**src/logic/led_matrix_pkg.sv**
```systemverilog
// shared panel geometry, command codes, FSM encodings and pixel word type for the led matrix RTL
package led_matrix_pkg;

	// panel geometry
	localparam int columns = 16;
	localparam int scan_rows = 4;
	localparam int planes = 6;

	localparam int col_bits = $clog2(columns);
	localparam int scan_bits = $clog2(scan_rows);
	// full panel row index over the top and bottom halves
	localparam int row_bits = $clog2(2 * scan_rows);
	localparam int plane_bits = $clog2(planes);
	// {bank, row, column}
	localparam int addr_bits = 1 + row_bits + col_bits;

	// longest on-time is columns << (planes - 1) cycles
	localparam int oe_bits = $clog2((columns << (planes - 1)) + 1);

	// byte channel queue
	localparam int credit_depth = 4;
	localparam int queue_bits = $clog2(credit_depth);
	localparam int count_bits = $clog2(credit_depth + 1);

	// command bytes
	localparam logic [7:0] cmd_load_row = 8'h4C;
	localparam logic [7:0] cmd_swap = 8'h53;
	localparam logic [7:0] cmd_brightness = 8'h42;

	// loader parser states
	localparam logic [1:0] ld_idle = 2'd0;
	localparam logic [1:0] ld_row = 2'd1;
	localparam logic [1:0] ld_pixel = 2'd2;
	localparam logic [1:0] ld_bright = 2'd3;

	// scan sequencer states
	localparam logic [1:0] sq_frame = 2'd0;
	localparam logic [1:0] sq_shift = 2'd1;
	localparam logic [1:0] sq_wait = 2'd2;

	// rgb565 pixel filled bytewise and decoded as colour fields
	typedef union packed {
		struct packed {
			logic [4:0] red;
			logic [5:0] green;
			logic [4:0] blue;
		} field;
		struct packed {
			logic [7:0] hi;
			logic [7:0] lo;
		} bytes;
	} pixel_word_u;

endpackage

```
**src/logic/scan_sequencer.sv**
```systemverilog
// walks columns, bit planes and scan rows, issuing pixel requests and timing the output-enable window
`timescale 1ns/1ps

module scan_sequencer (
	input  logic                                 clk_root,
	input  logic                                 rst,
	output logic                                 frame_start,
	output logic                                 req_valid,
	output logic [led_matrix_pkg::col_bits-1:0]   req_col,
	output logic [led_matrix_pkg::scan_bits-1:0]  req_row,
	output logic [led_matrix_pkg::plane_bits-1:0] req_plane,
	output logic                                 req_last,
	input  logic                                 latch_done,
	output logic                                 output_enable
);
	import led_matrix_pkg::*;

	logic [1:0] state;
	logic phase;
	logic [col_bits-1:0] col;
	logic [scan_bits-1:0] row;
	logic [plane_bits-1:0] plane;
	logic [oe_bits-1:0] oe_count;
	logic last_col;

	assign last_col = col == col_bits'(columns - 1);
	assign frame_start = state == sq_frame;

	// the last column is held back until the previous plane's on-time is over,
	// so the next latch never lands inside an enable window
	assign req_valid = state == sq_shift && !phase && (!last_col || oe_count == '0);
	assign req_col = col;
	assign req_row = row;
	assign req_plane = plane;
	assign req_last = last_col;

	assign output_enable = oe_count != '0;

	always_ff @(posedge clk_root) begin
		if (rst) begin
			state <= sq_frame;
			phase <= 1'b0;
			col <= '0;
			row <= '0;
			plane <= '0;
			oe_count <= '0;
		end else begin
			if (oe_count != '0) begin
				oe_count <= oe_count - 1'b1;
			end
			case (state)
				sq_frame: begin
					phase <= 1'b0;
					state <= sq_shift;
				end
				sq_shift: begin
					// one request every second cycle
					if (phase) begin
						phase <= 1'b0;
					end else if (req_valid) begin
						phase <= 1'b1;
						if (last_col) begin
							state <= sq_wait;
						end else begin
							col <= col + 1'b1;
						end
					end
				end
				sq_wait: begin
					if (latch_done) begin
						// binary weighted on-time for the plane just latched
						oe_count <= oe_bits'(columns) << plane;
						col <= '0;
						phase <= 1'b0;
						if (plane == plane_bits'(planes - 1)) begin
							plane <= '0;
							if (row == scan_bits'(scan_rows - 1)) begin
								row <= '0;
								state <= sq_frame;
							end else begin
								row <= row + 1'b1;
								state <= sq_shift;
							end
						end else begin
							plane <= plane + 1'b1;
							state <= sq_shift;
						end
					end
				end
				default: state <= sq_frame;
			endcase
		end
	end

endmodule

```
**config.mk**
```make
export PLATFORM = sky130hd
export DESIGN_NAME = scan_sequencer
export DESIGN_NICKNAME = d
export VERILOG_FILES = /design/src/logic/led_matrix_pkg.sv /design/src/logic/scan_sequencer.sv
export SDC_FILE = /design/constraint.sdc
export NUM_CORES = 1
export LEC_CHECK = 0
export CAP_MARGIN = 30
export CORE_ASPECT_RATIO = 0.8
export CORE_UTILIZATION = 35
export DETAILED_ROUTE_END_ITERATION = 10
export DONT_BUFFER_PORTS = 1
export GPL_TIMING_DRIVEN = 0
export HOLD_SLACK_MARGIN = 0.1
export SETUP_SLACK_MARGIN = 0.15
export SYNTH_ARGS = -nofsm -noshare
export SYNTH_HDL_FRONTEND = slang
export SYNTH_SLANG_ARGS = --single-unit
```
**constraint.sdc**
```tcl
create_clock -name clk_root -period 5.59 [get_ports clk_root]
set_clock_uncertainty 0.05 [all_clocks]
set_input_delay 0.559 -clock clk_root [delete_from_list [all_inputs] [get_ports clk_root]]
set_output_delay 0.559 -clock clk_root [all_outputs]
set_load 0.05 [all_outputs]
```
==> run metrics <==
Synth top area share 0.378; # resized after CTS 0; Max stage delay on crit path 0.53 ns; Period Utilization, post-route 0.523; Routed WL per cell 12.8 um; initial antenna violation count 0; final core utilization 0.405; HP Class input port to register; vias post-DR approximately 1000; Via density 5.40; crit-path max FO 7; synthesized instance count 140; crit-path cells inv_1 -> ha_1 -> nor3b_1 -> and3_1 -> buf_2 -> o21ai_0 -> inv_1; post-synth cell types 38; # DRC 0; Primary FF master, synth dfxtp_1; max-slew violations 0; PortBufs 0; CP startpoint kind register; top post-synthesis cells by count dfxtp_1 (22), a21oi_1 (16), nor2_1 (15); minimum clock period 2.92 ns; Core Rows 18; chip width 66.5 um; sequential area share after synthesis 0.378; post-DP HPWL roughly 1700 um; RSZ-0062 raised after global routing false; max cap viols 0; Max Buffers Root-to-Sink 2; CP Capture Type output pin; setup slack, reg-to-reg 3.36 ns; clk slew on worst S/H paths 0.08 ns; PwrDens 429 mW/mm^2; Setup Fix Bufs, Post-CTS 0; status finished, final reports clean; xor and xnor area share after synthesis 0.0301; clk_lat worst skew 0.27 ns; fmax 342 MHz; Tot Pwr ~0.54 mW; largest family of logic cells by synthesized area simple AND/OR/NAND/NOR gates; hold buffers post-CTS 0; Pleak 0.481 nW; Ys Warns 0; final setup fails 0; DR pass1 iterations 4; synth top area cells dfxtp_1 (38%), a21oi_1 (6.9%), ha_1 (5.4%); asr flop ratio synth 0; initial core utilization 0.372; Syn Std Cell Area 0.00116 mm^2; Peak VDD IR 0.000152 V; Adder-Cell Fraction of Synth Area 0.0538; antenna diode count 0; CTS sink count 22; Overall Global Routing Usage 0.150; crit path kind register to output pin; most used cell, CP inv_1; vias in the first global route 877; slew margin rel. 0.406; first-pass GRT wire length 3950 um; WL final 2350 um; WP data arrival 2.31 ns; post-synthesis simple-gate area fraction 0.257; Final GP Congestion 0.758; DRT iter0 DRCs 30; area grow syn2layout 9.03%; Final Hold Viols 0; mux cell area share after synthesis 0.0258; I/O pins 16; root buf cell clkbuf_8; synthesized net count 148; Post-synth EDFFs 0; Critical Path RT 4.98 ns; DIE AREA between 0.003 and 0.004 mm^2; area of the core 0.00313 mm^2; Synth Register Bits 22; CTS tree yes; Synth area leader dfxtp_1; htree depth 1; largest net degree at the start of global routing 13; Die H 53.6 um; Final TNS setup 0 ns; Compound-Gate Fraction of Synth Area 0.198; Worst-Margin Slew 0.888 ns; synthesized area per cell between 8 and 9 um^2; Nets 153; most frequent cell after synthesis dfxtp_1; total CTS buffers 3; Slowest cell on crit path nor3b_1; ratio of cells with drive above 1 in the final layout 0.0833; Detail Route Antenna Nets 0; total grt overflow 0
final cells by class:
class / instances / area (um^2)
clock buffers: 4 / 55.1
plain buffers: 6 / 28.8
flip-flops and latches: 22 / 440
multi-input cells: 102 / 657
inverters: 10 / 37.5
fillers: 313 / 1860
well taps: 40 / 50.0
report_power, final:
group / switching (mW) / internal [mW]
Clock: 0.0548 / 0.0629
Combinational: 0.117 / 0.0934
Sequential: 0.0319 / 0.184
Total: 0.204 / 0.340
final timing paths:
kind / startpoint / end / depth (start not counted)
worst min register to register: phase / phase / 2
worst max register to register: oe_count[0] / oe_count[2] / 8
worst min-delay path: rst / oe_count[5] / 1
worst max-delay path: oe_count[0] / req_valid / 7
metal layers:
metal | track usage | routed length (um) | up-vias
li1 | - | - | 507
met1 | 0.194 | 1150 | 460
met2 | 0.230 | 1020 | 22
met3 | 0.0636 | 160 | 4
met4 | 0.0426 | 19 | 0
met5 | 0 | 0 | -
placed cells by master, fill, tap and decap left out, drive strengths merged, types with 2 or more instances in the layout:
cell	n
dfxtp	22
a21oi	16
nor2	15
inv	10
o21ai	8
clkbuf	7
nand3	6
nand2	6
ha	5
xnor2	4
or3	4
a311oi	4
nor3	3
mux2i	3
buf	3
or4	3
nor3b	2
nand3b	2
nand2b	2
and3b	2
nor2b	2
nand4b	2
through the flow:
stage	worst slack [ns]	hold slack, ns	cells	area, um^2
after floorplan	3.30	0.433	140	1160
after global placement	2.99	0.450	180	1210
after detailed placement	2.98	0.454	180	1210
after CTS	2.67	0.288	184	1270
after global routing	2.47	0.288	184	1270
final	2.67	0.297	184	1270
sequential cells by signal (all words and copies together), names as in the netlist:
signal / count
state: 2
req_row: 2
req_plane: 3
oe_count: 10
req_col: 4
phase: 1
critical path: cells and delay by family, from the launching register on:
kind,cells,cell delay [ns]
fa+ha+maj,1,0.17
compound gates,1,0.14
buf+inv,3,0.65
simple gates,2,0.76
flops,1,0.33
kinds of logic (layout without fill, tap and decap cells):
| group | count (synthesis) | in the layout |
|---|---|---|
| and+or+nand+nor | 54 | 54 |
| AOI/OAI and AO/OA | 36 | 36 |
| DFF | 22 | 22 |
| buffers and inverters | 16 | 20 |
| adders and majority gates | 5 | 5 |
| xor gates and xnor gates | 4 | 4 |
| muxes | 3 | 3 |
No activity file was read; power rests on OpenSTA's default activity.
