**config.mk**
```make
export PLATFORM = sky130hd
export DESIGN_NAME = bitplane_slice
export DESIGN_NICKNAME = d
export VERILOG_FILES = /design/src/logic/led_matrix_pkg.sv /design/src/logic/bitplane_slice.sv
export SDC_FILE = /design/constraint.sdc
export NUM_CORES = 1
export LEC_CHECK = 0
export BUFFER_PORTS_ARGS = -buffer_cell sky130_fd_sc_hd__buf_2
export CORE_MARGIN = 4
export CORE_UTILIZATION = 43
export CTS_CLUSTER_SIZE = 14
export DETAILED_ROUTE_END_ITERATION = 6
export PLACE_DENSITY_LB_ADDON = 0.15
export SYNTH_ARGS = -nofsm -noshare
export SYNTH_HDL_FRONTEND = slang
export SYNTH_SLANG_ARGS = --single-unit
```
**constraint.sdc**
```tcl
create_clock -name clk_root -period 3 [get_ports clk_root]
set_input_delay 0.75 -clock clk_root [delete_from_list [all_inputs] [get_ports clk_root]]
set_output_delay 0.75 -clock clk_root [all_outputs]
set_load 0.02 [all_outputs]
```
**src/logic/led_matrix_pkg.sv**
```systemverilog
// shared panel geometry, command codes, FSM encodings and pixel word type for the led matrix RTL
package led_matrix_pkg;

	// panel geometry
	localparam int columns = 16;
	localparam int scan_rows = 4;
	localparam int planes = 6;

	localparam int col_bits = $clog2(columns);
	localparam int scan_bits = $clog2(scan_rows);
	// full panel row index over the top and bottom halves
	localparam int row_bits = $clog2(2 * scan_rows);
	localparam int plane_bits = $clog2(planes);
	// {bank, row, column}
	localparam int addr_bits = 1 + row_bits + col_bits;

	// longest on-time is columns << (planes - 1) cycles
	localparam int oe_bits = $clog2((columns << (planes - 1)) + 1);

	// byte channel queue
	localparam int credit_depth = 4;
	localparam int queue_bits = $clog2(credit_depth);
	localparam int count_bits = $clog2(credit_depth + 1);

	// command bytes
	localparam logic [7:0] cmd_load_row = 8'h4C;
	localparam logic [7:0] cmd_swap = 8'h53;
	localparam logic [7:0] cmd_brightness = 8'h42;

	// loader parser states
	localparam logic [1:0] ld_idle = 2'd0;
	localparam logic [1:0] ld_row = 2'd1;
	localparam logic [1:0] ld_pixel = 2'd2;
	localparam logic [1:0] ld_bright = 2'd3;

	// scan sequencer states
	localparam logic [1:0] sq_frame = 2'd0;
	localparam logic [1:0] sq_shift = 2'd1;
	localparam logic [1:0] sq_wait = 2'd2;

	// rgb565 pixel filled bytewise and decoded as colour fields
	typedef union packed {
		struct packed {
			logic [4:0] red;
			logic [5:0] green;
			logic [4:0] blue;
		} field;
		struct packed {
			logic [7:0] hi;
			logic [7:0] lo;
		} bytes;
	} pixel_word_u;

endpackage

```
**src/logic/bitplane_slice.sv**
```systemverilog
// picks the active plane bit of each colour for both halves and drives pixel clock, latch and row
`timescale 1ns/1ps

module bitplane_slice (
	input  logic                                 clk_root,
	input  logic                                 rst,
	input  logic                                 pair_valid,
	input  led_matrix_pkg::pixel_word_u          pixel_top,
	input  led_matrix_pkg::pixel_word_u          pixel_bottom,
	input  logic [led_matrix_pkg::plane_bits-1:0] pair_plane,
	input  logic                                 pair_last,
	input  logic [led_matrix_pkg::scan_bits-1:0]  pair_row,
	input  logic [led_matrix_pkg::planes-1:0]     brightness_enable,
	output logic [2:0]                           rgb_top,
	output logic [2:0]                           rgb_bottom,
	output logic                                 pixel_clk,
	output logic                                 row_latch,
	output logic [led_matrix_pkg::scan_bits-1:0]  row_addr,
	output logic                                 latch_done
);
	import led_matrix_pkg::*;

	logic bits_valid;
	logic bits_last;
	logic [scan_bits-1:0] bits_row;
	logic clk_last;
	logic [scan_bits-1:0] clk_row;

	// red in bit 0, green in bit 1, blue in bit 2
	function automatic logic [2:0] slice_bits(input pixel_word_u px,
			input logic [plane_bits-1:0] sel);
		logic [5:0] red6;
		logic [5:0] blue6;
		// 5 bit channels get their msb repeated below the lsb
		red6 = {px.field.red, px.field.red[4]};
		blue6 = {px.field.blue, px.field.blue[4]};
		return {blue6[sel], px.field.green[sel], red6[sel]};
	endfunction

	always_ff @(posedge clk_root) begin
		if (pair_valid) begin
			if (brightness_enable[pair_plane]) begin
				rgb_top <= slice_bits(pixel_top, pair_plane);
				rgb_bottom <= slice_bits(pixel_bottom, pair_plane);
			end else begin
				rgb_top <= 3'b000;
				rgb_bottom <= 3'b000;
			end
		end
		bits_last <= pair_last;
		bits_row <= pair_row;
		clk_row <= bits_row;
	end

	always_ff @(posedge clk_root) begin
		if (rst) begin
			bits_valid <= 1'b0;
			pixel_clk <= 1'b0;
			clk_last <= 1'b0;
			row_latch <= 1'b0;
			latch_done <= 1'b0;
			row_addr <= '0;
		end else begin
			bits_valid <= pair_valid;
			// colour bits are stable for a full cycle before the clock edge
			pixel_clk <= bits_valid;
			clk_last <= bits_valid && bits_last;
			row_latch <= clk_last;
			latch_done <= clk_last;
			if (clk_last) begin
				row_addr <= clk_row;
			end
		end
	end

endmodule

```
==> results.json <==
{
  "multi_input_area_um2": 373,
  "worstMarginPinSlew_ns": 0.399,
  "worstPathRequired_ns": 3.04,
  "cts_setup_buffers": 0,
  "drtAntennaViolNets": 0,
  "drive_above_1_share_pct": 59.0,
  "drv_slew": 0,
  "cpMaxStageDelayCell": "mux2_2",
  "synthesis.nets": 107,
  "netlist_area_um2": 838,
  "finalSetupViolCount": 0,
  "htree_num_levels": 1,
  "drv_cap": 0,
  "grt_overflow_total": 0,
  "hold_path.startpoint": "bits_row[1]",
  "syn_avg_cell_area_um2": 14.0,
  "status": "finished, final reports clean",
  "dp_hpwl_um": 1460,
  "die_h_um": 52.2,
  "clock_latency_ns": 0.29,
  "wl_per_cell_um": 12.3,
  "synthCells": 60,
  "drc_errors": 0,
  "hp-class": "reg -> reg",
  "synth_top_cell_area_share_pct": 26.3,
  "via_per_inst": 4.74,
  "rsz0062_at_grt": "false",
  "period_share_pct": 61.9,
  "setup.worst_path.start": "pair_plane[0]",
  "yosys_warnings": 0,
  "yosysSeqAreaShare_pct": 47.8,
  "fillers": 156,
  "dieArea_mm2": 0.00272,
  "grt.total_usage_pct": 13.7,
  "critPathArrivalTime_ns": 1.90,
  "path_max_fanout": 15,
  "core-area_mm2": 0.00178,
  "clkTransAtPathRegs_ns": 0.09,
  "place_congestion": 0.685,
  "start_util_pct": 47.0,
  "period_needed_ns": 1.86,
  "skew_ns": 0.000710,
  "relSlewSlack_pct": 73.4,
  "worstReg2RegStart": "clk_last",
  "cts_tree": "done",
  "grt_pass1_vias": 643,
  "tns_ns": 0,
  "leakage_uw": 0.000580,
  "clkSinkCount": 17,
  "drtIter0Drc": 9,
  "cts_buffers": 3,
  "wirelength_um": 1740,
  "path_class": "in -> reg",
  "hold_buffers": 0,
  "dr.pass1.iters": 4,
  "power_density_mw_per_mm2": 416,
  "synth.largest_area_cell": "dfxtp_1",
  "seq_area_um2": 400,
  "end_kind": "register",
  "num_rows": 15,
  "cpPeakStageDelay_ns": 0.41,
  "ir_drop_v": 0.000221,
  "hold_viol": 0,
  "cp-start-kind": "primary input",
  "synth.distinct_cells": 17,
  "via_count": 673,
  "die_x_um": 52.2,
  "fmax_mhz": 538,
  "antenna_cells": 0,
  "syn2layout_area_growth_pct": 36.0,
  "antenna_found_initial": 0,
  "ys_seq_elements": 17,
  "clockBufferDepth": 2,
  "ios": 58,
  "post_cts_resized": 0,
  "final_core_util_pct": 63.9,
  "root_buffer": "clkbuf_4",
  "synth_area_leaders": "dfxtp_1 26%, edfxtp_1 21%, mux2i_1 9.6%",
  "cp_cell_sequence": "buf_2 > mux2_2 > a22oi_4 > o22ai_1",
  "io_buffers": 57,
  "grt_max_degree": 16,
  "grt_pass1_wl_um": 2700,
  "fin_nets": 165
}
## flip-flops by register name, indices dropped and copies added (netlist names)
register,flops
row_addr,2
pixel_clk,1
rgb_top,3
bits_valid,1
latch_done,1
bits_last,1
clk_last,1
bits_row,2
rgb_bottom,3
clk_row,2
## critical path, delay by kind of cell
family	cells	cell delay, ns
multiplexers	1	0.41
AO/OA/AOI/OAI	2	0.40
buffers and inverters	1	0.34
## cell usage after synthesis
master and instances:
dfxtp_1 11, mux2i_1 8, edfxtp_1 6, inv_1 6, o22ai_1 6, nor2b_1 4, mux2_2 3, mux4_1 3
mux4_2 3, nor2_1 3, a22oi_4 1, and2_1 1, buf_12 1, buf_4 1, buf_6 1, clkbuf_1 1
nand3b_2 1
## per-stage QoR
step	setup WS (ns)	hold WS (ns)	instances	area, um2	total power [uW]
6_report	1.14	0.335	142	1140	475
5_1_grt	1.08	0.343	142	1140	505
4_1_cts	1.14	0.337	142	1140	481
3_5_place_dp	0.821	0.315	138	1110	365
3_3_place_gp	0.861	0.310	138	1110	363
2_1_floorplan	1.15	0.310	60	838	324
## per-layer routing
layer	up-vias	GRT usage, %	share of wire, %	wire length, um
met3	5	5.44	12	207
met5	-	0	0	0
met1	295	15.8	40	698
met2	37	22.8	46	805
li1	336	-	-	-
met4	0	5.11	1.7	30
## layout by cell type, fill, tap and decap left out
cell type and instances:
mux2_2 3, dfxtp_1 11, clkbuf_4 3, nand3b_2 1
edfxtp_1 6, mux4_1 3, nor2b_1 4, o22ai_1 6
clkinv_2 1, a22oi_4 1, nor2_1 3, inv_1 6
mux4_2 3, and2_1 1, buf_2 57, mux2i_1 8
## area by class of cell
| cell class | instances | area share (%) |
|---|---|---|
| Multi-Input combinational cell | 33 | 32.7 |
| Clock buffer | 3 | 1.98 |
| Timing Repair Buffer | 57 | 25.0 |
| Clock inverter | 1 | 0.439 |
| Sequential cell | 17 | 35.1 |
| Inverter | 6 | 1.98 |
| Tap cell | 25 | 2.74 |
## report_power, final
group / switching, uW / internal, uW / total, uW
logic: 46.0 / 54.5 / 101
registers: 3.26 / 254 / 257
clock network: 67.4 / 49.6 / 117
## kinds of logic (layout without fill, tap and decap cells)
group,after synthesis,count (layout),synth area share (%)
muxes,17,17,31.0
AOI/OAI and AO/OA,7,7,7.02
buffers and inverters,10,67,7.76
DFF,17,17,47.8
and+or+nand+nor,9,9,6.42
## final timing paths
path,to,slack [ns],depth (start not counted)
worst max-delay path,rgb_top[0],1.14,4
worst min-delay path,clk_row[1],0.33,0
worst max register to register,row_addr[1],2.27,2
worst min register to register,clk_row[1],0.33,0
Power figures use the tool's default switching activity.
