$ cat src/logic/led_matrix_pkg.sv
// shared panel geometry, command codes, FSM encodings and pixel word type for the led matrix RTL
package led_matrix_pkg;

	// panel geometry
	localparam int columns = 16;
	localparam int scan_rows = 4;
	localparam int planes = 6;

	localparam int col_bits = $clog2(columns);
	localparam int scan_bits = $clog2(scan_rows);
	// full panel row index over the top and bottom halves
	localparam int row_bits = $clog2(2 * scan_rows);
	localparam int plane_bits = $clog2(planes);
	// {bank, row, column}
	localparam int addr_bits = 1 + row_bits + col_bits;

	// longest on-time is columns << (planes - 1) cycles
	localparam int oe_bits = $clog2((columns << (planes - 1)) + 1);

	// byte channel queue
	localparam int credit_depth = 4;
	localparam int queue_bits = $clog2(credit_depth);
	localparam int count_bits = $clog2(credit_depth + 1);

	// command bytes
	localparam logic [7:0] cmd_load_row = 8'h4C;
	localparam logic [7:0] cmd_swap = 8'h53;
	localparam logic [7:0] cmd_brightness = 8'h42;

	// loader parser states
	localparam logic [1:0] ld_idle = 2'd0;
	localparam logic [1:0] ld_row = 2'd1;
	localparam logic [1:0] ld_pixel = 2'd2;
	localparam logic [1:0] ld_bright = 2'd3;

	// scan sequencer states
	localparam logic [1:0] sq_frame = 2'd0;
	localparam logic [1:0] sq_shift = 2'd1;
	localparam logic [1:0] sq_wait = 2'd2;

	// rgb565 pixel filled bytewise and decoded as colour fields
	typedef union packed {
		struct packed {
			logic [4:0] red;
			logic [5:0] green;
			logic [4:0] blue;
		} field;
		struct packed {
			logic [7:0] hi;
			logic [7:0] lo;
		} bytes;
	} pixel_word_u;

endpackage

$ cat src/logic/pixel_fetch.sv
// reads the top and bottom pixel of each request from the front bank and aligns the request fields
`timescale 1ns/1ps

module pixel_fetch (
	input  logic                                 clk_root,
	input  logic                                 rst,
	input  logic                                 display_bank,
	input  logic                                 req_valid,
	input  logic [led_matrix_pkg::col_bits-1:0]   req_col,
	input  logic [led_matrix_pkg::scan_bits-1:0]  req_row,
	input  logic [led_matrix_pkg::plane_bits-1:0] req_plane,
	input  logic                                 req_last,
	output logic [led_matrix_pkg::addr_bits-1:0]  rd_addr,
	input  led_matrix_pkg::pixel_word_u          rd_data,
	output logic                                 pair_valid,
	output led_matrix_pkg::pixel_word_u          pixel_top,
	output led_matrix_pkg::pixel_word_u          pixel_bottom,
	output logic [led_matrix_pkg::plane_bits-1:0] pair_plane,
	output logic                                 pair_last,
	output logic [led_matrix_pkg::scan_bits-1:0]  pair_row
);
	import led_matrix_pkg::*;

	logic s1_valid;
	logic s1_bank;
	logic [col_bits-1:0] s1_col;
	logic [scan_bits-1:0] s1_row;
	logic [plane_bits-1:0] s1_plane;
	logic s1_last;

	logic s2_valid;
	logic [scan_bits-1:0] s2_row;
	logic [plane_bits-1:0] s2_plane;
	logic s2_last;
	pixel_word_u top_q;

	logic [row_bits-1:0] bottom_row;

	assign bottom_row = row_bits'(s1_row) + row_bits'(scan_rows);

	// top half in the request cycle, bottom half one cycle later
	assign rd_addr = s1_valid ? {s1_bank, bottom_row, s1_col}
		: {display_bank, row_bits'(req_row), req_col};

	always_ff @(posedge clk_root) begin
		if (rst) begin
			s1_valid <= 1'b0;
			s2_valid <= 1'b0;
			pair_valid <= 1'b0;
		end else begin
			s1_valid <= req_valid;
			s2_valid <= s1_valid;
			pair_valid <= s2_valid;
		end
	end

	always_ff @(posedge clk_root) begin
		s1_bank <= display_bank;
		s1_col <= req_col;
		s1_row <= req_row;
		s1_plane <= req_plane;
		s1_last <= req_last;

		s2_row <= s1_row;
		s2_plane <= s1_plane;
		s2_last <= s1_last;
		// top word is on rd_data while stage 1 holds the request
		top_q <= rd_data;

		pair_row <= s2_row;
		pair_plane <= s2_plane;
		pair_last <= s2_last;
		pixel_top <= top_q;
		pixel_bottom <= rd_data;
	end

endmodule

$ cat config.mk
export PLATFORM = sky130hd
export DESIGN_NAME = pixel_fetch
export DESIGN_NICKNAME = d
export VERILOG_FILES = /design/src/logic/led_matrix_pkg.sv /design/src/logic/pixel_fetch.sv
export SDC_FILE = /design/constraint.sdc
export NUM_CORES = 1
export LEC_CHECK = 0
export BUFFER_PORTS_ARGS = -buffer_cell sky130_fd_sc_hd__buf_4
export CORE_ASPECT_RATIO = 1.5
export CORE_MARGIN = 2
export CORE_UTILIZATION = 41
export DETAILED_ROUTE_END_ITERATION = 6
export GPL_TIMING_DRIVEN = 0
export PLACE_DENSITY = 0.75
export SLEW_MARGIN = 20
export SYNTH_ARGS = -nofsm -noshare
export SYNTH_HDL_FRONTEND = slang
export SYNTH_SLANG_ARGS = --single-unit
$ cat constraint.sdc
create_clock -name clk_root -period 1.1 [get_ports clk_root]
set_input_delay 0.22 -clock clk_root [delete_from_list [all_inputs] [get_ports clk_root]]
set_output_delay 0.22 -clock clk_root [all_outputs]
set_load 0.005 [all_outputs]
==> results.ini <==
[detailed_routing]
drt_wl_total_um = 2860
first_pass_iters = 3
ant_nets = 0
drt-vias-per-instance = 4.02
vias = 912
drc = 0
drt_iter0_drc = 13
wl_per_cell_um = 12.6

[grt]
grt_pass1_wl_um = 4320
grt_max_degree = 11
overflow = 0
grt_util_all_layers_pct = 16.6
antenna_found_initial = 0
grt_pass1_vias = 975

[setup_path]
critPathKind = register to primary output
r2r-end = s2_valid$_SDFF_PP0_
cp_slowest_stage_delay_ns = 0.35
critPathLaunchType = register
reg2regPathDepth = 2
worstPathRequired_ns = 0.88
path_cells = buf_8, mux2_4, buf_6
slowest_stage = dfxtp_2
end_kind = primary output
r2r_slack_ns = 0.40
cp_num_buf_inv = 2
crit_arrival_ns = 1.23
r2r-start = s1_valid$_SDFF_PP0_
worst-path-max-fanout = 8
critPathTopFamily = flip-flops

[layout]
n_fill_cell = 182
drive_above_1_share_pct = 55.1
area_growth_pct = 85.2
diodes = 0
fin_nets = 212
utilization_pct = 78.0
final_area_mm2 = 0.00241

[logic_synthesis]
synth_top_flop_cell = dfxtp_1
synth_area_mm2 = 0.00130
synth_top_cell_area_share_pct = 89.1
syn_inst = 70
synthArstFlopShare_pct = 0
ys_top_cells_by_area = dfxtp_1, mux2_4, nor2b_1
ys_warn_count = 0
synth_edf_count = 0
yosysSeqAreaShare_pct = 89.1
syn_nets = 100
synthTopCellsByCount = dfxtp_1, mux2_4, nor2b_1
synth_cell_type_count = 5
post_synth.cell_area_avg_um2 = 18.6
yosysMostFrequentCell = dfxtp_1
yosysTopAreaCell = dfxtp_1
synth_seq_cells = 58

[run_status]
violations = negative setup slack
status = finished with violations

[pwr]
p_per_area_mw_per_mm2 = 1890
max-vdd-ir-drop_mv = 1.34
p_leak_nw = 1.15
clockPowerShare_pct = 42.2
pwr-share-seq_pct = 49.4
switchingPower_mw = 0.906
p_int_mw = 3.66
finalPower_mw = 4.56
netSwitchingFraction_pct = 19.9
power_frac_comb_pct = 8.5

[job]
cap_violations = 0

[cts]
clk_latency_ns = 0.32
root_buffer = clkbuf_8
clock_sinks = 58
h-tree-depth = 3
cts_tree = done
clockBufferDepth = 2
numCtsBuffers = 9
clk_pin_slew_ns = 0.07

[sta]
maxSlewHeadroom_pct = 93.1
rsz0062_at_grt = true
tightest_slew_ns = 0.103
finalClockSkew_ns = 0.00642
slew_violations = 0
fmax_ghz = 0.688
hold_violations = 0
period_needed_ns = 1.45
min_period_over_period_pct = 132
holdWs_ns = 0.0159
setup_violations = 8
setup_ws_ns = -0.353

[floorplan]
start_util_pct = 42.1
num_rows = 25
die_area_mm2 = 0.00366
die_width_um = 50.0
ios = 77
dieHeight_um = 73.1
core-area_mm2 = 0.00310

[min_path]
hold_depth = 1
min_path_type = input pin to register
min_to = s1_col[3]$_DFF_P_
hp-start = req_col[3]

[placed_design]
preCtsSetupSlack_ns = -0.0562
dpl_cell_area_mm2 = 0.00192
place.gp.congestion = 0.670
io_buffers = 76

[power by group through the flow]
stage / Sequential [mW] / Combinational (mW) / Clock [mW]
finish: 2.25 / 0.386 / 1.92
floorplan: 2.30 / 0.0528 / 0
CTS: 2.25 / 0.372 / 1.95
global route: 2.26 / 0.411 / 2.08
global placement: 2.29 / 0.288 / 0
detailed placement: 2.30 / 0.294 / 0
[flip-flops by register name, summed over array words and instances (netlist names), 2 cells and up]
signal / count
s2_row: 2
s2_plane: 3
s1_col: 4
pair_plane: 3
pair_row: 2
s1_row: 2
pixel_top: 16
s1_plane: 3
top_q: 16
[timing repair]
action                                 in CTS  in global routing
hold buffers                               21                  3
setup buffers                               0                  1
endpoints found under the hold margin      21                  3
setup endpoints to repair                   8                  8
gates resized for setup                     9                  2
[through the flow]
step / instances / TNS (ns)
after floorplan: 70 / 0
after global placement: 186 / -0.242
after detailed placement: 186 / -0.310
after CTS: 223 / -2.58
after global routing: 227 / -2.91
final: 227 / -2.56
[layout make-up]
cell class | instances | area [µm²] | area share (%)
clock inverters | 5 | 52.6 | 2.18
well taps | 40 | 50.0 | 2.07
repair buffers | 101 | 848 | 35.1
flip-flops and latches | 58 | 1160 | 48.1
clock buffers | 11 | 151 | 6.27
plain buffers | 2 | 26.3 | 1.09
multi-input cells | 10 | 124 | 5.13
[metal layers]
layer  share of wire, %  routed length [µm]  vias to the layer above  global-route usage (%)
met3                 10                 286                        7                    8.61
met5                  0                   0                        -                       0
met1                 35                 998                      404                    14.9
met4                2.2                  63                        0                    10.2
met2                 53                1510                       57                    28.9
li1                   -                   -                      444                       -
[cells in the final DEF (no fill, tap or decap)]
cell / Yosys / layout
buf_4: 1 / 69
dfxtp_1: 58 / 57
dlygate4sd3_1: 0 / 24
buf_6: 1 / 9
clkbuf_8: 0 / 11
dfxtp_2: 0 / 1
nor2b_1: 3 / 3
mux2_4: 7 / 7
clkinvlp_4: 0 / 1
bufinv_16: 0 / 1
buf_8: 0 / 1
clkinv_2: 0 / 3
[logic make-up after synthesis]
| kind of cell | after synthesis | synth area share (%) |
|---|---|---|
| buf+inv | 2 | 1.44 |
| flops | 58 | 89.1 |
| mux | 7 | 8.06 |
| simple gates | 3 | 1.44 |
[how the worst max path moves through the flow]
| stage | from | endpoint | slack (ns) | cells after the start |
|---|---|---|---|---|
| final | s1_valid$_SDFF_PP0_ | rd_addr[4] | -0.35 | 3 |
| after global routing | s1_valid$_SDFF_PP0_ | rd_addr[5] | -0.40 | 3 |
| after CTS | s1_valid$_SDFF_PP0_ | rd_addr[3] | -0.38 | 3 |
| after detailed placement | s1_valid$_SDFF_PP0_ | rd_addr[3] | -0.06 | 3 |
| after global placement | s1_valid$_SDFF_PP0_ | rd_addr[2] | -0.04 | 3 |
| after floorplan | s1_valid$_SDFF_PP0_ | rd_addr[0] | 0.12 | 2 |
No activity file was read; power rests on OpenSTA's default activity.
