$ cat config.mk
export PLATFORM = sky130hd
export DESIGN_NAME = frame_buffer
export DESIGN_NICKNAME = d
export VERILOG_FILES = /design/src/logic/led_matrix_pkg.sv /design/src/logic/frame_buffer.sv
export SDC_FILE = /design/constraint.sdc
export NUM_CORES = 2
export LEC_CHECK = 0
export BUFFER_PORTS_ARGS = -buffer_cell sky130_fd_sc_hd__buf_2
export CELL_PAD_IN_SITES_DETAIL_PLACEMENT = 0
export CELL_PAD_IN_SITES_GLOBAL_PLACEMENT = 1
export CORE_MARGIN = 1.5
export CORE_UTILIZATION = 45
export DETAILED_ROUTE_END_ITERATION = 12
export PLACE_DENSITY_LB_ADDON = 0.1
export SLEW_MARGIN = 20
export SYNTH_ARGS = -nofsm -noshare
export SYNTH_HDL_FRONTEND = slang
export SYNTH_SLANG_ARGS = --single-unit
$ cat constraint.sdc
create_clock -name clk_root -period 5.2 [get_ports clk_root]
set_input_delay 1.04 -clock clk_root [delete_from_list [all_inputs] [get_ports clk_root]]
set_output_delay 1.04 -clock clk_root [all_outputs]
set_load 0.05 [all_outputs]
$ cat src/logic/led_matrix_pkg.sv
// shared panel geometry, command codes, FSM encodings and pixel word type for the led matrix RTL
package led_matrix_pkg;

	// panel geometry
	localparam int columns = 16;
	localparam int scan_rows = 4;
	localparam int planes = 6;

	localparam int col_bits = $clog2(columns);
	localparam int scan_bits = $clog2(scan_rows);
	// full panel row index over the top and bottom halves
	localparam int row_bits = $clog2(2 * scan_rows);
	localparam int plane_bits = $clog2(planes);
	// {bank, row, column}
	localparam int addr_bits = 1 + row_bits + col_bits;

	// longest on-time is columns << (planes - 1) cycles
	localparam int oe_bits = $clog2((columns << (planes - 1)) + 1);

	// byte channel queue
	localparam int credit_depth = 4;
	localparam int queue_bits = $clog2(credit_depth);
	localparam int count_bits = $clog2(credit_depth + 1);

	// command bytes
	localparam logic [7:0] cmd_load_row = 8'h4C;
	localparam logic [7:0] cmd_swap = 8'h53;
	localparam logic [7:0] cmd_brightness = 8'h42;

	// loader parser states
	localparam logic [1:0] ld_idle = 2'd0;
	localparam logic [1:0] ld_row = 2'd1;
	localparam logic [1:0] ld_pixel = 2'd2;
	localparam logic [1:0] ld_bright = 2'd3;

	// scan sequencer states
	localparam logic [1:0] sq_frame = 2'd0;
	localparam logic [1:0] sq_shift = 2'd1;
	localparam logic [1:0] sq_wait = 2'd2;

	// rgb565 pixel filled bytewise and decoded as colour fields
	typedef union packed {
		struct packed {
			logic [4:0] red;
			logic [5:0] green;
			logic [4:0] blue;
		} field;
		struct packed {
			logic [7:0] hi;
			logic [7:0] lo;
		} bytes;
	} pixel_word_u;

endpackage

$ cat src/logic/frame_buffer.sv
// double-banked pixel memory, one write port from the loader and one registered read port for fetch
`timescale 1ns/1ps

module frame_buffer (
	input  logic                                clk_root,
	input  logic                                wr_en,
	input  logic [led_matrix_pkg::addr_bits-1:0] wr_addr,
	input  led_matrix_pkg::pixel_word_u         wr_data,
	input  logic [led_matrix_pkg::addr_bits-1:0] rd_addr,
	output led_matrix_pkg::pixel_word_u         rd_data
);
	import led_matrix_pkg::*;

	// two banks of columns x (2 * scan_rows) words
	pixel_word_u mem [2 ** addr_bits];

	// both banks start black as in a zeroed block RAM
	initial begin
		for (int i = 0; i < 2 ** addr_bits; i++) begin
			mem[i] = '0;
		end
	end

	always_ff @(posedge clk_root) begin
		if (wr_en) begin
			mem[wr_addr] <= wr_data;
		end
	end

	// one cycle read latency
	always_ff @(posedge clk_root) begin
		rd_data <= mem[rd_addr];
	end

endmodule

==> run_summary.xml <==
<?xml version="1.0" encoding="UTF-8"?>
<metrics>
  <group name="synthesis">
    <metric name="post_synth_inst_count" unit="">7360</metric>
    <metric name="yosys_warnings" unit="">0</metric>
    <metric name="syn-num-nets" unit="">7394</metric>
    <metric name="synth-edff-count" unit="">4096</metric>
    <metric name="synthesis.area" unit="µm²">158700</metric>
    <metric name="postSynth.topFlopCell" unit="">edfxtp_1</metric>
    <metric name="yosys.area_share.adder" unit="">0</metric>
    <metric name="synth_top_family_by_area" unit="">multiplexers</metric>
    <metric name="synth.mux.area_fraction" unit="">0.1550</metric>
    <metric name="postSynth.asyncResetShare" unit="">0</metric>
    <metric name="synth-compound-area-share" unit="">0.03537</metric>
    <metric name="flip_flop_and_latch_count_after_synthesis" unit="">4112</metric>
    <metric name="syn_avg_cell_area" unit="µm²">21.56</metric>
    <metric name="synth.yosys.seq_area_share" unit="">0.7770</metric>
    <metric name="synth.lib_cells_used.distinct" unit="">52</metric>
    <metric name="synthSimpleGateAreaFrac" unit="">0.01574</metric>
    <metric name="xor_xnor_share_of_the_synthesized_area" unit="">0</metric>
  </group>
  <group name="layout">
    <metric name="layout-drive-gt1-share" unit="">0.2704</metric>
    <metric name="finalNetCount" unit="">7987</metric>
    <metric name="final_cell_mix" unit="">4096 x edfxtp_1, 797 x mux4_2, 565 x mux2i_1</metric>
    <metric name="commonest_non_fill_non_tap_cell_in_the_layout" unit="">edfxtp_1</metric>
    <metric name="area_growth" unit="%">14.69</metric>
  </group>
  <group name="timing">
    <metric name="grt_setup_unrepaired" unit="">false</metric>
    <metric name="fin_ws" unit="ns">1.252</metric>
    <metric name="timing.clock.skew" unit="ns">0.06143</metric>
    <metric name="timing_hold_violations_final" unit="">0</metric>
    <metric name="final_period_minus_worst_setup_slack" unit="ns">3.948</metric>
    <metric name="timing.max_slew.rel_slack" unit="">0.1582</metric>
    <metric name="tightest_slew" unit="ns">1.253</metric>
    <metric name="fmax" unit="MHz">253.3</metric>
    <metric name="layout_worst_path_cycle_share" unit="">0.7593</metric>
    <metric name="timing.final.setup_violations" unit="">0</metric>
    <metric name="slew_viol_final" unit="">0</metric>
    <metric name="worst_case_hold_slack" unit="ns">0.5074</metric>
  </group>
  <group name="routing">
    <metric name="drt.antenna.violating_nets" unit="">0</metric>
    <metric name="drt_wl_total" unit="µm">453700</metric>
    <metric name="drt_first_pass_iters" unit="">8</metric>
    <metric name="via_count" unit="">79627</metric>
    <metric name="drc" unit="">0</metric>
    <metric name="post_drt_wl_per_cell" unit="µm">35.09</metric>
    <metric name="viasPerCell" unit="">6.158</metric>
    <metric name="dr.first_iter.drc_count" unit="">9434</metric>
  </group>
  <group name="setup_path">
    <metric name="worst-endpoint-arrival" unit="ns">4.76</metric>
    <metric name="timing.setup.critical_path_class" unit="">in2reg</metric>
    <metric name="path_max_fanout" unit="">44</metric>
    <metric name="cp.required" unit="ns">6.01</metric>
    <metric name="worstSetupEndpointType" unit="">flip-flop</metric>
    <metric name="worst-r2r-setup-slack" unit="ns">2.12</metric>
    <metric name="crit_path_start_kind" unit="">primary input</metric>
  </group>
  <group name="floorplan">
    <metric name="core_region_area" unit="µm²">350200</metric>
    <metric name="initial_core_util" unit="">0.4531</metric>
    <metric name="dieHeight" unit="µm">596.9</metric>
    <metric name="die_width" unit="µm">596.9</metric>
    <metric name="die_area" unit="µm²">356300</metric>
    <metric name="num_io_pins" unit="">50</metric>
    <metric name="core.rowCount" unit="">217</metric>
  </group>
  <group name="global_routing">
    <metric name="global_route_usage_sum" unit="">0.2530</metric>
    <metric name="maximum_number_of_pins_on_one_net_before_global_route_repair" unit="">134</metric>
    <metric name="grt.overflow.total" unit="">0</metric>
    <metric name="grt_first_pass_wirelength" unit="µm">631500</metric>
    <metric name="initial_antenna_violation_count" unit="">35</metric>
    <metric name="vias_in_the_first_global_route" unit="">78728</metric>
  </group>
  <group name="clock_network">
    <metric name="clk-insertion-delay-late" unit="ns">0.98</metric>
    <metric name="cts_hold_repair.buffers" unit="">0</metric>
    <metric name="tritoncts" unit="">done</metric>
    <metric name="clockRootBuffer" unit="">clkbuf_16</metric>
    <metric name="clock_sink_count" unit="">4112</metric>
    <metric name="cts_setup_buffers" unit="">0</metric>
    <metric name="numCtsBuffers" unit="">430</metric>
    <metric name="ctsHtreeMaxLevel" unit="">5</metric>
    <metric name="cts_repair_resize_count" unit="">0</metric>
    <metric name="cts.path.max_buffers" unit="">4</metric>
    <metric name="cts.clk_slew.worst_paths" unit="ns">0.06</metric>
  </group>
  <group name="status">
    <metric name="result_of_the_run" unit="">completed</metric>
  </group>
  <group name="place">
    <metric name="port-buffer-count" unit="">49</metric>
    <metric name="placement.setup.worst_slack" unit="ns">0.2685</metric>
    <metric name="global_placer_s_final_weighted_congestion" unit="">0.8283</metric>
    <metric name="detailedPlacementHpwl" unit="µm">272400</metric>
  </group>
  <group name="run">
    <metric name="max_cap_violations" unit="">0</metric>
  </group>
  <group name="power">
    <metric name="p_leak" unit="nW">57.96</metric>
    <metric name="largest_voltage_drop_on_the_vdd_net" unit="mV">0.3205</metric>
    <metric name="p_per_area" unit="nW/µm²">390.3</metric>
  </group>
  <group name="hold_path">
    <metric name="holdCritPathClass" unit="">in2reg</metric>
  </group>
</metrics>
## critical path: stages
cell	delay [ns]
buf_12	0.32
buf_12	0.30
buf_12	0.35
mux4_2	0.55
mux2_2	0.28
a22oi_1	0.57
nand2_1	0.12
o32ai_1	0.92
nor4_1	0.15
## per-stage QoR
step / std cells / setup TNS, ns / cell area (µm²) / total power [W] / utilization
2_1_floorplan: 7360 / 0 / 158700 / 0.03915 / -
3_3_place_gp: 12120 / -0.09845 / 167800 / 0.04093 / 0.4792
3_5_place_dp: 12120 / 0 / 167900 / 0.04099 / 0.4793
4_1_cts: 12912 / 0 / 182000 / 0.07164 / 0.5196
5_1_grt: 12917 / 0 / 182000 / 0.07297 / 0.5196
6_report: 12930 / 0 / 182000 / 0.07104 / 0.5197
## final timing paths
kind / from / end / cells after the start
setup / recovery: rd_addr[0] / rd_data[5] / 9
hold / removal: wr_data[15] / mem[209][15] / 1
setup reg to reg: mem[3][13] / rd_data[13] / 6
hold reg to reg: mem[201][3] / rd_data[3] / 6
## layer usage
layer | up-vias | global-route usage | routed length (µm)
met2 | 2962 | 0.4026 | 215700
met3 | 571 | 0.03698 | 30600
met5 | - | 0 | 58
met4 | 8 | 0.05870 | 10750
met1 | 43563 | 0.3717 | 196500
li1 | 32523 | - | -
## registers in the layout (all words and copies together) (netlist names)
name and flops:
mem 4096, rd_data 16
## power breakdown
part           switching (W)  internal [W]  total (W)
sequential         0.0000701        0.0365     0.0366
combinational        0.00242       0.00121    0.00363
clock                 0.0129        0.0179     0.0308
total                 0.0154        0.0557     0.0710
## area by class of cell
type | instances | area, µm²
antenna | 18 | 45.04
clock buffer | 524 | 11290
clock inverter | 268 | 2819
fill | 27463 | 168200
inverter | 4 | 27.53
multi-input combinational | 2792 | 33140
sequential | 4112 | 123300
tap | 4599 | 5754
timing repair buffer | 613 | 5633
## kinds of logic (layout without fill, tap and decap cells)
kind of cell,count (synthesis),after routing
mux,1450,1450
simple gates,556,556
buf+inv,456,1409
compound gates,786,786
flops,4112,4112
other cells,0,18
## Yosys cell counts (5+ instances only)
master	instances	area (µm²)
a2111oi_0	6	52.55
a211oi_1	18	135.1
a21oi_1	175	875.8
a221oi_1	28	245.2
a22o_1	32	280.3
a22oi_1	43	322.8
a31oi_1	6	37.54
and3_1	11	68.82
buf_1	27	101.4
buf_12	5	100.1
buf_2	76	380.4
buf_4	26	195.2
buf_6	77	867.1
buf_8	11	165.2
clkbuf_1	230	863.3
dfxtp_1	16	320.3
edfxtp_1	4096	123000
mux2_2	88	991.0
mux2i_1	565	5655
mux4_2	797	17950
nand2_1	38	142.6
nand3_1	35	175.2
nand4_1	26	162.7
nor2_1	304	1141
nor2b_1	9	56.30
nor3_1	92	460.4
nor4_1	17	106.4
o21ai_0	37	185.2
o221ai_1	252	2207
o22ai_1	148	925.9
o31ai_1	16	120.1
o32ai_1	20	175.2
(Power assumes the default switching activity.)
