File: src/logic/led_matrix_pkg.sv
// shared panel geometry, command codes, FSM encodings and pixel word type for the led matrix RTL
package led_matrix_pkg;

	// panel geometry
	localparam int columns = 16;
	localparam int scan_rows = 4;
	localparam int planes = 6;

	localparam int col_bits = $clog2(columns);
	localparam int scan_bits = $clog2(scan_rows);
	// full panel row index over the top and bottom halves
	localparam int row_bits = $clog2(2 * scan_rows);
	localparam int plane_bits = $clog2(planes);
	// {bank, row, column}
	localparam int addr_bits = 1 + row_bits + col_bits;

	// longest on-time is columns << (planes - 1) cycles
	localparam int oe_bits = $clog2((columns << (planes - 1)) + 1);

	// byte channel queue
	localparam int credit_depth = 4;
	localparam int queue_bits = $clog2(credit_depth);
	localparam int count_bits = $clog2(credit_depth + 1);

	// command bytes
	localparam logic [7:0] cmd_load_row = 8'h4C;
	localparam logic [7:0] cmd_swap = 8'h53;
	localparam logic [7:0] cmd_brightness = 8'h42;

	// loader parser states
	localparam logic [1:0] ld_idle = 2'd0;
	localparam logic [1:0] ld_row = 2'd1;
	localparam logic [1:0] ld_pixel = 2'd2;
	localparam logic [1:0] ld_bright = 2'd3;

	// scan sequencer states
	localparam logic [1:0] sq_frame = 2'd0;
	localparam logic [1:0] sq_shift = 2'd1;
	localparam logic [1:0] sq_wait = 2'd2;

	// rgb565 pixel filled bytewise and decoded as colour fields
	typedef union packed {
		struct packed {
			logic [4:0] red;
			logic [5:0] green;
			logic [4:0] blue;
		} field;
		struct packed {
			logic [7:0] hi;
			logic [7:0] lo;
		} bytes;
	} pixel_word_u;

endpackage

File: src/logic/frame_loader.sv
// byte command parser with credit flow control, writes pixels to the back bank and owns bank swap
`timescale 1ns/1ps

module frame_loader (
	input  logic                                clk_root,
	input  logic                                rst,
	input  logic                                byte_valid,
	input  logic [7:0]                          byte_data,
	output logic                                byte_credit,
	input  logic                                frame_start,
	output logic                                wr_en,
	output logic [led_matrix_pkg::addr_bits-1:0] wr_addr,
	output led_matrix_pkg::pixel_word_u         wr_data,
	output logic                                display_bank,
	output logic [led_matrix_pkg::planes-1:0]   brightness_enable
);
	import led_matrix_pkg::*;

	logic [7:0] queue [credit_depth];
	logic [queue_bits-1:0] head_ptr;
	logic [queue_bits-1:0] tail_ptr;
	logic [count_bits-1:0] count;
	logic [7:0] head;
	logic head_valid;
	logic swap_wait;
	logic retire;

	logic [1:0] state;
	logic [row_bits-1:0] load_row;
	logic [col_bits-1:0] load_col;
	logic lane;

	assign head = queue[head_ptr];
	assign head_valid = count != '0;
	// a swap sits at the head until the sequencer reaches a frame boundary
	assign swap_wait = state == ld_idle && head == cmd_swap && !frame_start;
	assign retire = head_valid && !swap_wait;

	// the sender's credits keep at most credit_depth bytes in the queue
	always_ff @(posedge clk_root) begin
		if (byte_valid) begin
			queue[tail_ptr] <= byte_data;
		end
	end

	always_ff @(posedge clk_root) begin
		if (rst) begin
			head_ptr <= '0;
			tail_ptr <= '0;
			count <= '0;
		end else begin
			if (byte_valid) begin
				tail_ptr <= (tail_ptr == queue_bits'(credit_depth - 1)) ? '0 : tail_ptr + 1'b1;
			end
			if (retire) begin
				head_ptr <= (head_ptr == queue_bits'(credit_depth - 1)) ? '0 : head_ptr + 1'b1;
			end
			count <= count + count_bits'(byte_valid) - count_bits'(retire);
		end
	end

	always_ff @(posedge clk_root) begin
		if (rst) begin
			state <= ld_idle;
			lane <= 1'b0;
			load_col <= '0;
			wr_en <= 1'b0;
			display_bank <= 1'b0;
			brightness_enable <= '1;
			byte_credit <= 1'b0;
		end else begin
			// credit goes back one cycle after the byte leaves the queue
			byte_credit <= retire;
			wr_en <= 1'b0;
			if (retire) begin
				case (state)
					ld_idle: begin
						case (head)
							cmd_load_row: state <= ld_row;
							cmd_swap: display_bank <= ~display_bank;
							cmd_brightness: state <= ld_bright;
							default: state <= ld_idle;
						endcase
					end
					ld_row: begin
						load_col <= '0;
						lane <= 1'b0;
						state <= ld_pixel;
					end
					ld_pixel: begin
						lane <= ~lane;
						if (lane) begin
							wr_en <= 1'b1;
							load_col <= load_col + 1'b1;
							if (load_col == col_bits'(columns - 1)) begin
								state <= ld_idle;
							end
						end
					end
					default: begin
						brightness_enable <= head[planes-1:0];
						state <= ld_idle;
					end
				endcase
			end
		end
	end

	// pixel assembly with the low byte first
	always_ff @(posedge clk_root) begin
		if (retire && state == ld_row) begin
			load_row <= head[row_bits-1:0];
		end
		if (retire && state == ld_pixel) begin
			if (!lane) begin
				wr_data.bytes.lo <= head;
			end else begin
				wr_data.bytes.hi <= head;
				wr_addr <= {~display_bank, load_row, load_col};
			end
		end
	end

endmodule

File: config.mk
export PLATFORM = sky130hd
export DESIGN_NAME = frame_loader
export DESIGN_NICKNAME = d
export VERILOG_FILES = /design/src/logic/led_matrix_pkg.sv /design/src/logic/frame_loader.sv
export SDC_FILE = /design/constraint.sdc
export NUM_CORES = 1
export LEC_CHECK = 0
export ABC_AREA = 0
export BUFFER_PORTS_ARGS = -buffer_cell sky130_fd_sc_hd__buf_4
export CAP_MARGIN = 20
export CORE_MARGIN = 2
export CORE_UTILIZATION = 48
export DETAILED_ROUTE_END_ITERATION = 16
export GPL_ROUTABILITY_DRIVEN = 1
export GPL_TIMING_DRIVEN = 0
export PLACE_DENSITY = 0.68
export SYNTH_ARGS = -nofsm -noshare
export SYNTH_HDL_FRONTEND = slang
export SYNTH_SLANG_ARGS = --single-unit
File: constraint.sdc
create_clock -name clk_root -period 7.1 [get_ports clk_root]
set_clock_uncertainty 0.2 [all_clocks]
set_input_delay 1.42 -clock clk_root [delete_from_list [all_inputs] [get_ports clk_root]]
set_output_delay 1.42 -clock clk_root [all_outputs]
set_load 0.03 [all_outputs]
==> impl_metrics.tcl, run 1 <==
set metrics [dict create \
    antenna_left 0 \
    async_flop_share 0 \
    n_antenna_cell 0 \
    min_period_over_period 0.493 \
    vias 1926 \
    path_class "register to register" \
    finalCriticalPeriod_ns 3.50 \
    die_h_um 88.0 \
    stdcell_area_um2 4050 \
    slew_violations 0 \
    coreArea_um2 6790 \
    syn_area_um2 3390 \
    nets 304 \
    final_common_cell "edfxtp_1" \
    vdd_drop_max_mv 0.134 \
    fmax_mhz 286 \
    path_max_fanout 8 \
    slowest_stage "mux4_1" \
    ios 45 \
    multi_input_area_um2 1030 \
    grt_first_pass_wirelength_um 9190 \
    routed_wl_um 5720 \
    hpwl_um 4010 \
    startpoint_type "register" \
    internal_power_mw 0.940 \
    route.detailed.drc 0 \
    synth-seq-cells 84 \
    fill_cells 535 \
    critical-path-max-stage-delay_ns 0.69 \
    clock_latency_ns 0.35 \
    cts_resized 0 \
    m1WireLength_um 2570 \
    arrival_ns 3.52 \
    antenna_found_initial 0 \
    maxCapViolations 0 \
    place_congestion 0.831 \
    power_frac_clock 0.273 \
    path_clk_slew_ns 0.08 \
    dieArea_um2 7740 \
    ctsLongestPathBuffers 2 \
    via_per_inst 5.06 \
    tightest_slew_ns 0.738 \
    hp-start "load_row[1]$_DFFE_PP_" \
    syn_inst 226 \
    ys_seq_area_frac 0.671 \
    synthDistinctLibCells 43 \
    root_buffer "clkbuf_8" \
    rows 30 \
    yosysWarnings 0 \
    rsz0062_at_grt "false" \
    status "complete, no violations" \
    placedInstanceArea_um2 3830 \
    postCtsSetupRepairBufs 0 \
    wl_met3_um 279 \
    avgSynthCellArea_um2 15.0 \
    grt.overflow.total 0 \
    ys.flop_type "edfxtp_1" \
    area_growth_pct 19.6 \
    p_leak_nw 1.44 \
    fp.dieW_um 88.0 \
    critPathRequiredTime_ns 7.12 \
    initial_utilization 0.498 \
    drive_above_1_share 0.260 \
    p_seq_frac 0.452 \
    p_comb_frac 0.275 \
    cpLargestDelayFamily "simple AND/OR/NAND/NOR gates" \
    yosysTopAreaCell "edfxtp_1" \
    cts_inserted_buffers 9 \
    critPathBufInv 1 \
    cts_max_level 3 \
    synth-edff-count 59 \
    hp-class "register to register" \
    crit_chain "buf_6 > mux4_1 > nand4bb_2 > o31ai_4 > or2_2 > nand2_1 > ha_1 > fa_1 > xnor2_1 > nor2_1" \
    regArea_um2 2270 \
    p_sw_mw 0.408 \
    syn_nets 250 \
    cts_tree "built" \
    top_layer_used "met4" \
    drt-pass1-iter-count 4 \
    crit_path_end_kind "register" \
    setup_viol 0 \
    finalHoldViolCount 0 \
    port-buffer-count 42 \
    wl_met2_um 2790 \
    track_usage 0.164 \
    grt_start_max_net_pins 16 \
    hold_buffers 0 \
    first_global_vias 1929 \
    slew_headroom 0.506 \
    p_sw_frac 0.303 \
    clkSinkCount 84 \
    drtIter0Drc 78 \
    synth_top_area_frac 0.523 \
    routedWlPerCell_um 15.0 \
    power_density_nw_per_um2 333 \
    synthTopCellsByArea "edfxtp_1 52%, dfxtp_1 15%, ha_1 4.1%" \
    final_cell_mix "59 x edfxtp_1, 43 x buf_4, 25 x dfxtp_1" \
    tns_ns 0 \
]
layout make-up:
| class | count | area share |
|---|---|---|
| Buffer | 8 | 0.0130 |
| Clock buffer | 9 | 0.0306 |
| Clock inverter | 7 | 0.0241 |
| Inverter | 8 | 0.00741 |
| Multi-Input combinational cell | 126 | 0.255 |
| Sequential cell | 84 | 0.561 |
| Tap cell | 96 | 0.0297 |
| Timing Repair Buffer | 43 | 0.0797 |
per-stage QoR:
step | hold WS [ns] | setup WS [ns] | utilization | cells | power [mW]
final | 0.230 | 3.60 | 0.596 | 381 | 1.35
after global routing | 0.243 | 3.43 | 0.596 | 381 | 1.42
after CTS | 0.231 | 3.59 | 0.596 | 381 | 1.36
after detailed placement | 0.205 | 3.47 | 0.564 | 365 | 0.994
after global placement | 0.205 | 3.18 | 0.562 | 364 | 0.983
after floorplan | 0.200 | 3.69 | - | 226 | 0.895
sequential cells by signal, summed over array words and instances (netlist names), named ones only:
name	cells
wr_addr	8
wr_en	1
state	2
brightness_enable	6
lane	1
queue	32
head_ptr	2
load_col	4
byte_credit	1
wr_data	16
display_bank	1
load_row	3
tail_ptr	2
count	3
power by group through the flow:
stage               Sequential (mW)  Clock, mW  Combinational (mW)
CTS                           0.610      0.376               0.375
floorplan                     0.645          0               0.250
finish                        0.609      0.368               0.370
global placement              0.618          0               0.364
global route                  0.615      0.396               0.406
detailed placement            0.621          0               0.372
worst paths after layout:
check                           slack [ns]              endpoint  cells after the start
worst max register to register        3.60   count[2]$_SDFF_PP0_                     10
worst min-delay path                  0.23  wr_addr[5]$_DFFE_PP_                      0
worst min register to register        0.23  wr_addr[5]$_DFFE_PP_                      0
worst max-delay path                  3.60   count[2]$_SDFF_PP0_                     10
cell usage after synthesis, types with 4 or more instances:
| cell | instances |
|---|---|
| a21o_1 | 6 |
| and2_1 | 5 |
| clkbuf_1 | 4 |
| dfxtp_1 | 25 |
| edfxtp_1 | 59 |
| ha_1 | 11 |
| inv_1 | 8 |
| mux4_1 | 4 |
| mux4_2 | 4 |
| nand2_1 | 24 |
| nand3b_1 | 8 |
| nor2_1 | 14 |
| o21ai_0 | 8 |
cells by family after synthesis:
logic type	after synthesis	share of synthesized area
mux	11	0.0665
fa+ha+maj	12	0.0466
flops	84	0.671
compound gates	26	0.0613
buf+inv	16	0.0244
simple gates	74	0.122
xor+xnor	3	0.00776
layer usage:
metal / global-route usage / vias to the layer above
li1: - / 954
met1: 0.200 / 916
met2: 0.275 / 49
met3: 0.0500 / 7
met4: 0.0629 / 0
met5: 0 / -
Note: power is estimated with default switching activity, not from simulation.
==> run 2: changes to the inputs <==
clock period = 3.5 ns   (was 7.1 ns; I/O delays follow)
==> impl_metrics.tcl, run 2 (synthesized netlist as in run 1, its figures left out) <==
set metrics [dict create \
    vias 1936 \
    antenna_found_initial 0 \
    r2r_cells 10 \
    antenna_left 0 \
    internal_power_mw 1.91 \
    p_leak_nw 1.44 \
    path_max_fanout 8 \
    cts_max_level 3 \
    grt_start_max_net_pins 16 \
    area_growth_pct 19.8 \
    rrSetupSlack_ns 0.15 \
    min_period_over_period 0.957 \
    place_inst 365 \
    critPathBufInv 2 \
    cpLargestDelayFamily "simple AND/OR/NAND/NOR gates" \
    fin_hold_ws_ns 0.231 \
    final_cell_mix "59 x edfxtp_1, 43 x buf_4, 25 x dfxtp_1" \
    routed_wl_um 5730 \
    setup_viol 0 \
    rows 30 \
    place_congestion 0.831 \
    top_register "queue" \
    cts_tree "built" \
    arrival_ns 3.36 \
    p_seq_frac 0.456 \
    finalCriticalPeriod_ns 3.35 \
    p_sw_frac 0.303 \
    maxCapViolations 0 \
    fill_cells 533 \
    power_density_nw_per_um2 676 \
    grt_first_pass_wirelength_um 9250 \
    nets 303 \
    grt.overflow.total 0 \
    slew_violations 0 \
    via_per_inst 5.09 \
    finalHoldViolCount 0 \
    dieArea_um2 7740 \
    drive_above_1_share 0.261 \
    drtIter0Drc 94 \
    port-buffer-count 42 \
    power_frac_clock 0.272 \
    largest_reg_flops 32 \
    critPathRequiredTime_ns 3.52 \
    slew_headroom 0.494 \
    hp-class "register to register" \
    timing.critical_path.mode_cell "buf_6" \
    ios 45 \
    critical-path-max-stage-delay_ns 0.60 \
    fmax_mhz 299 \
    tightest_slew_ns 0.756 \
    cp.depth 10 \
    path_class "register to register" \
    coreArea_um2 6790 \
    routedWlPerCell_um 15.1 \
    fp.dieW_um 88.0 \
    track_usage 0.165 \
    first_global_vias 1928 \
    drt-pass1-iter-count 4 \
    root_buffer "clkbuf_8" \
    status "complete, no violations" \
    tns_ns 0 \
    clkSinkCount 84 \
    crit_path_end_kind "register" \
    hpwl_um 4010 \
    die_h_um 88.0 \
    ctsLongestPathBuffers 2 \
    cts_inserted_buffers 9 \
    holdPathStages 0 \
    vdd_drop_max_mv 0.271 \
    route.detailed.drc 0 \
    postCtsSetupRepairBufs 0 \
    initial_utilization 0.498 \
    slowest_stage "mux4_2" \
    p_comb_frac 0.271 \
    final_common_cell "edfxtp_1" \
    p_sw_mw 0.830 \
    startpoint_type "register" \
    rsz0062_at_grt "false" \
    stdcell_count 380 \
    path_clk_slew_ns 0.08 \
    clock_latency_ns 0.35 \
    reg.largest.list "queue: 32 flops, wr_data: 16 flops, wr_addr: 8 flops" \
    n_antenna_cell 0 \
    crit_chain "buf_6 > mux4_2 > or3b_1 > buf_6 > nor3_2 > nand3b_1 > nand2_1 > ha_1 > fa_1 > nor2b_1" \
]
-- run 2: cell count changes in the layout (fill, tap and decap cells not counted) --
cell,delta
clkbuf_1,-1
nand4bb_2,-1
nand4bb_4,+1
-- run 2: final timing paths --
kind / start / end
max: register / count[1]$_SDFF_PP0_
min: load_row[1]$_DFFE_PP_ / wr_addr[5]$_DFFE_PP_
max reg2reg: register / count[1]$_SDFF_PP0_
min reg2reg: load_row[1]$_DFFE_PP_ / wr_addr[5]$_DFFE_PP_
-- run 2: final cells by class --
type,count,area [um^2],share of cell area
flip-flops and latches,84,2270,0.560
clock inverters,7,97.6,0.0241
inverters,8,30.0,0.00740
multi-input cells,126,1040,0.257
plain buffers,7,48.8,0.0120
repair buffers,43,323,0.0796
well taps,96,120,0.0296
clock buffers,9,124,0.0305
-- run 2: worst reg2reg max path, cell delays in order (launching register included) --
cell and delay (ns):
dfxtp_1 0.34, buf_6 0.16, mux4_2 0.60, or3b_1 0.41
buf_6 0.16, nor3_2 0.41, nand3b_1 0.15, nand2_1 0.10
ha_1 0.16, fa_1 0.40, nor2b_1 0.13
-- run 2: timing repair --
action / in CTS / in global routing
pin swaps: 0 / 1
gates resized for setup: 1 / 0
hold buffers: 0 / 0
setup endpoints to repair: 1 / 2
-- run 2: layer usage --
| layer | part of all wire | vias to the layer above | wire length, um | GRT usage |
|---|---|---|---|---|
| li1 | - | 956 | - | - |
| met1 | 0.43 | 924 | 2490 | 0.202 |
| met2 | 0.50 | 50 | 2860 | 0.275 |
| met3 | 0.054 | 6 | 307 | 0.0500 |
| met4 | 0.013 | 0 | 76 | 0.0629 |
| met5 | 0 | - | 0 | 0 |
-- run 2: power groups by stage --
stage | registers, mW | clock network (mW) | logic [mW]
2_1_floorplan | 1.31 | 0 | 0.508
3_3_place_gp | 1.25 | 0 | 0.739
3_5_place_dp | 1.26 | 0 | 0.755
4_1_cts | 1.24 | 0.763 | 0.773
5_1_grt | 1.27 | 0.803 | 0.815
6_report | 1.25 | 0.747 | 0.744
-- run 2: through the flow --
stage	area (um^2)	worst slack [ns]	power, mW	utilization
after floorplan	3390	0.349	1.82	-
after detailed placement	3830	0.0229	2.02	0.564
after global routing	4060	0.00635	2.88	0.597
after global placement	3820	0.0260	1.99	0.562
final	4060	0.152	2.74	0.597
after CTS	4060	0.0137	2.77	0.598
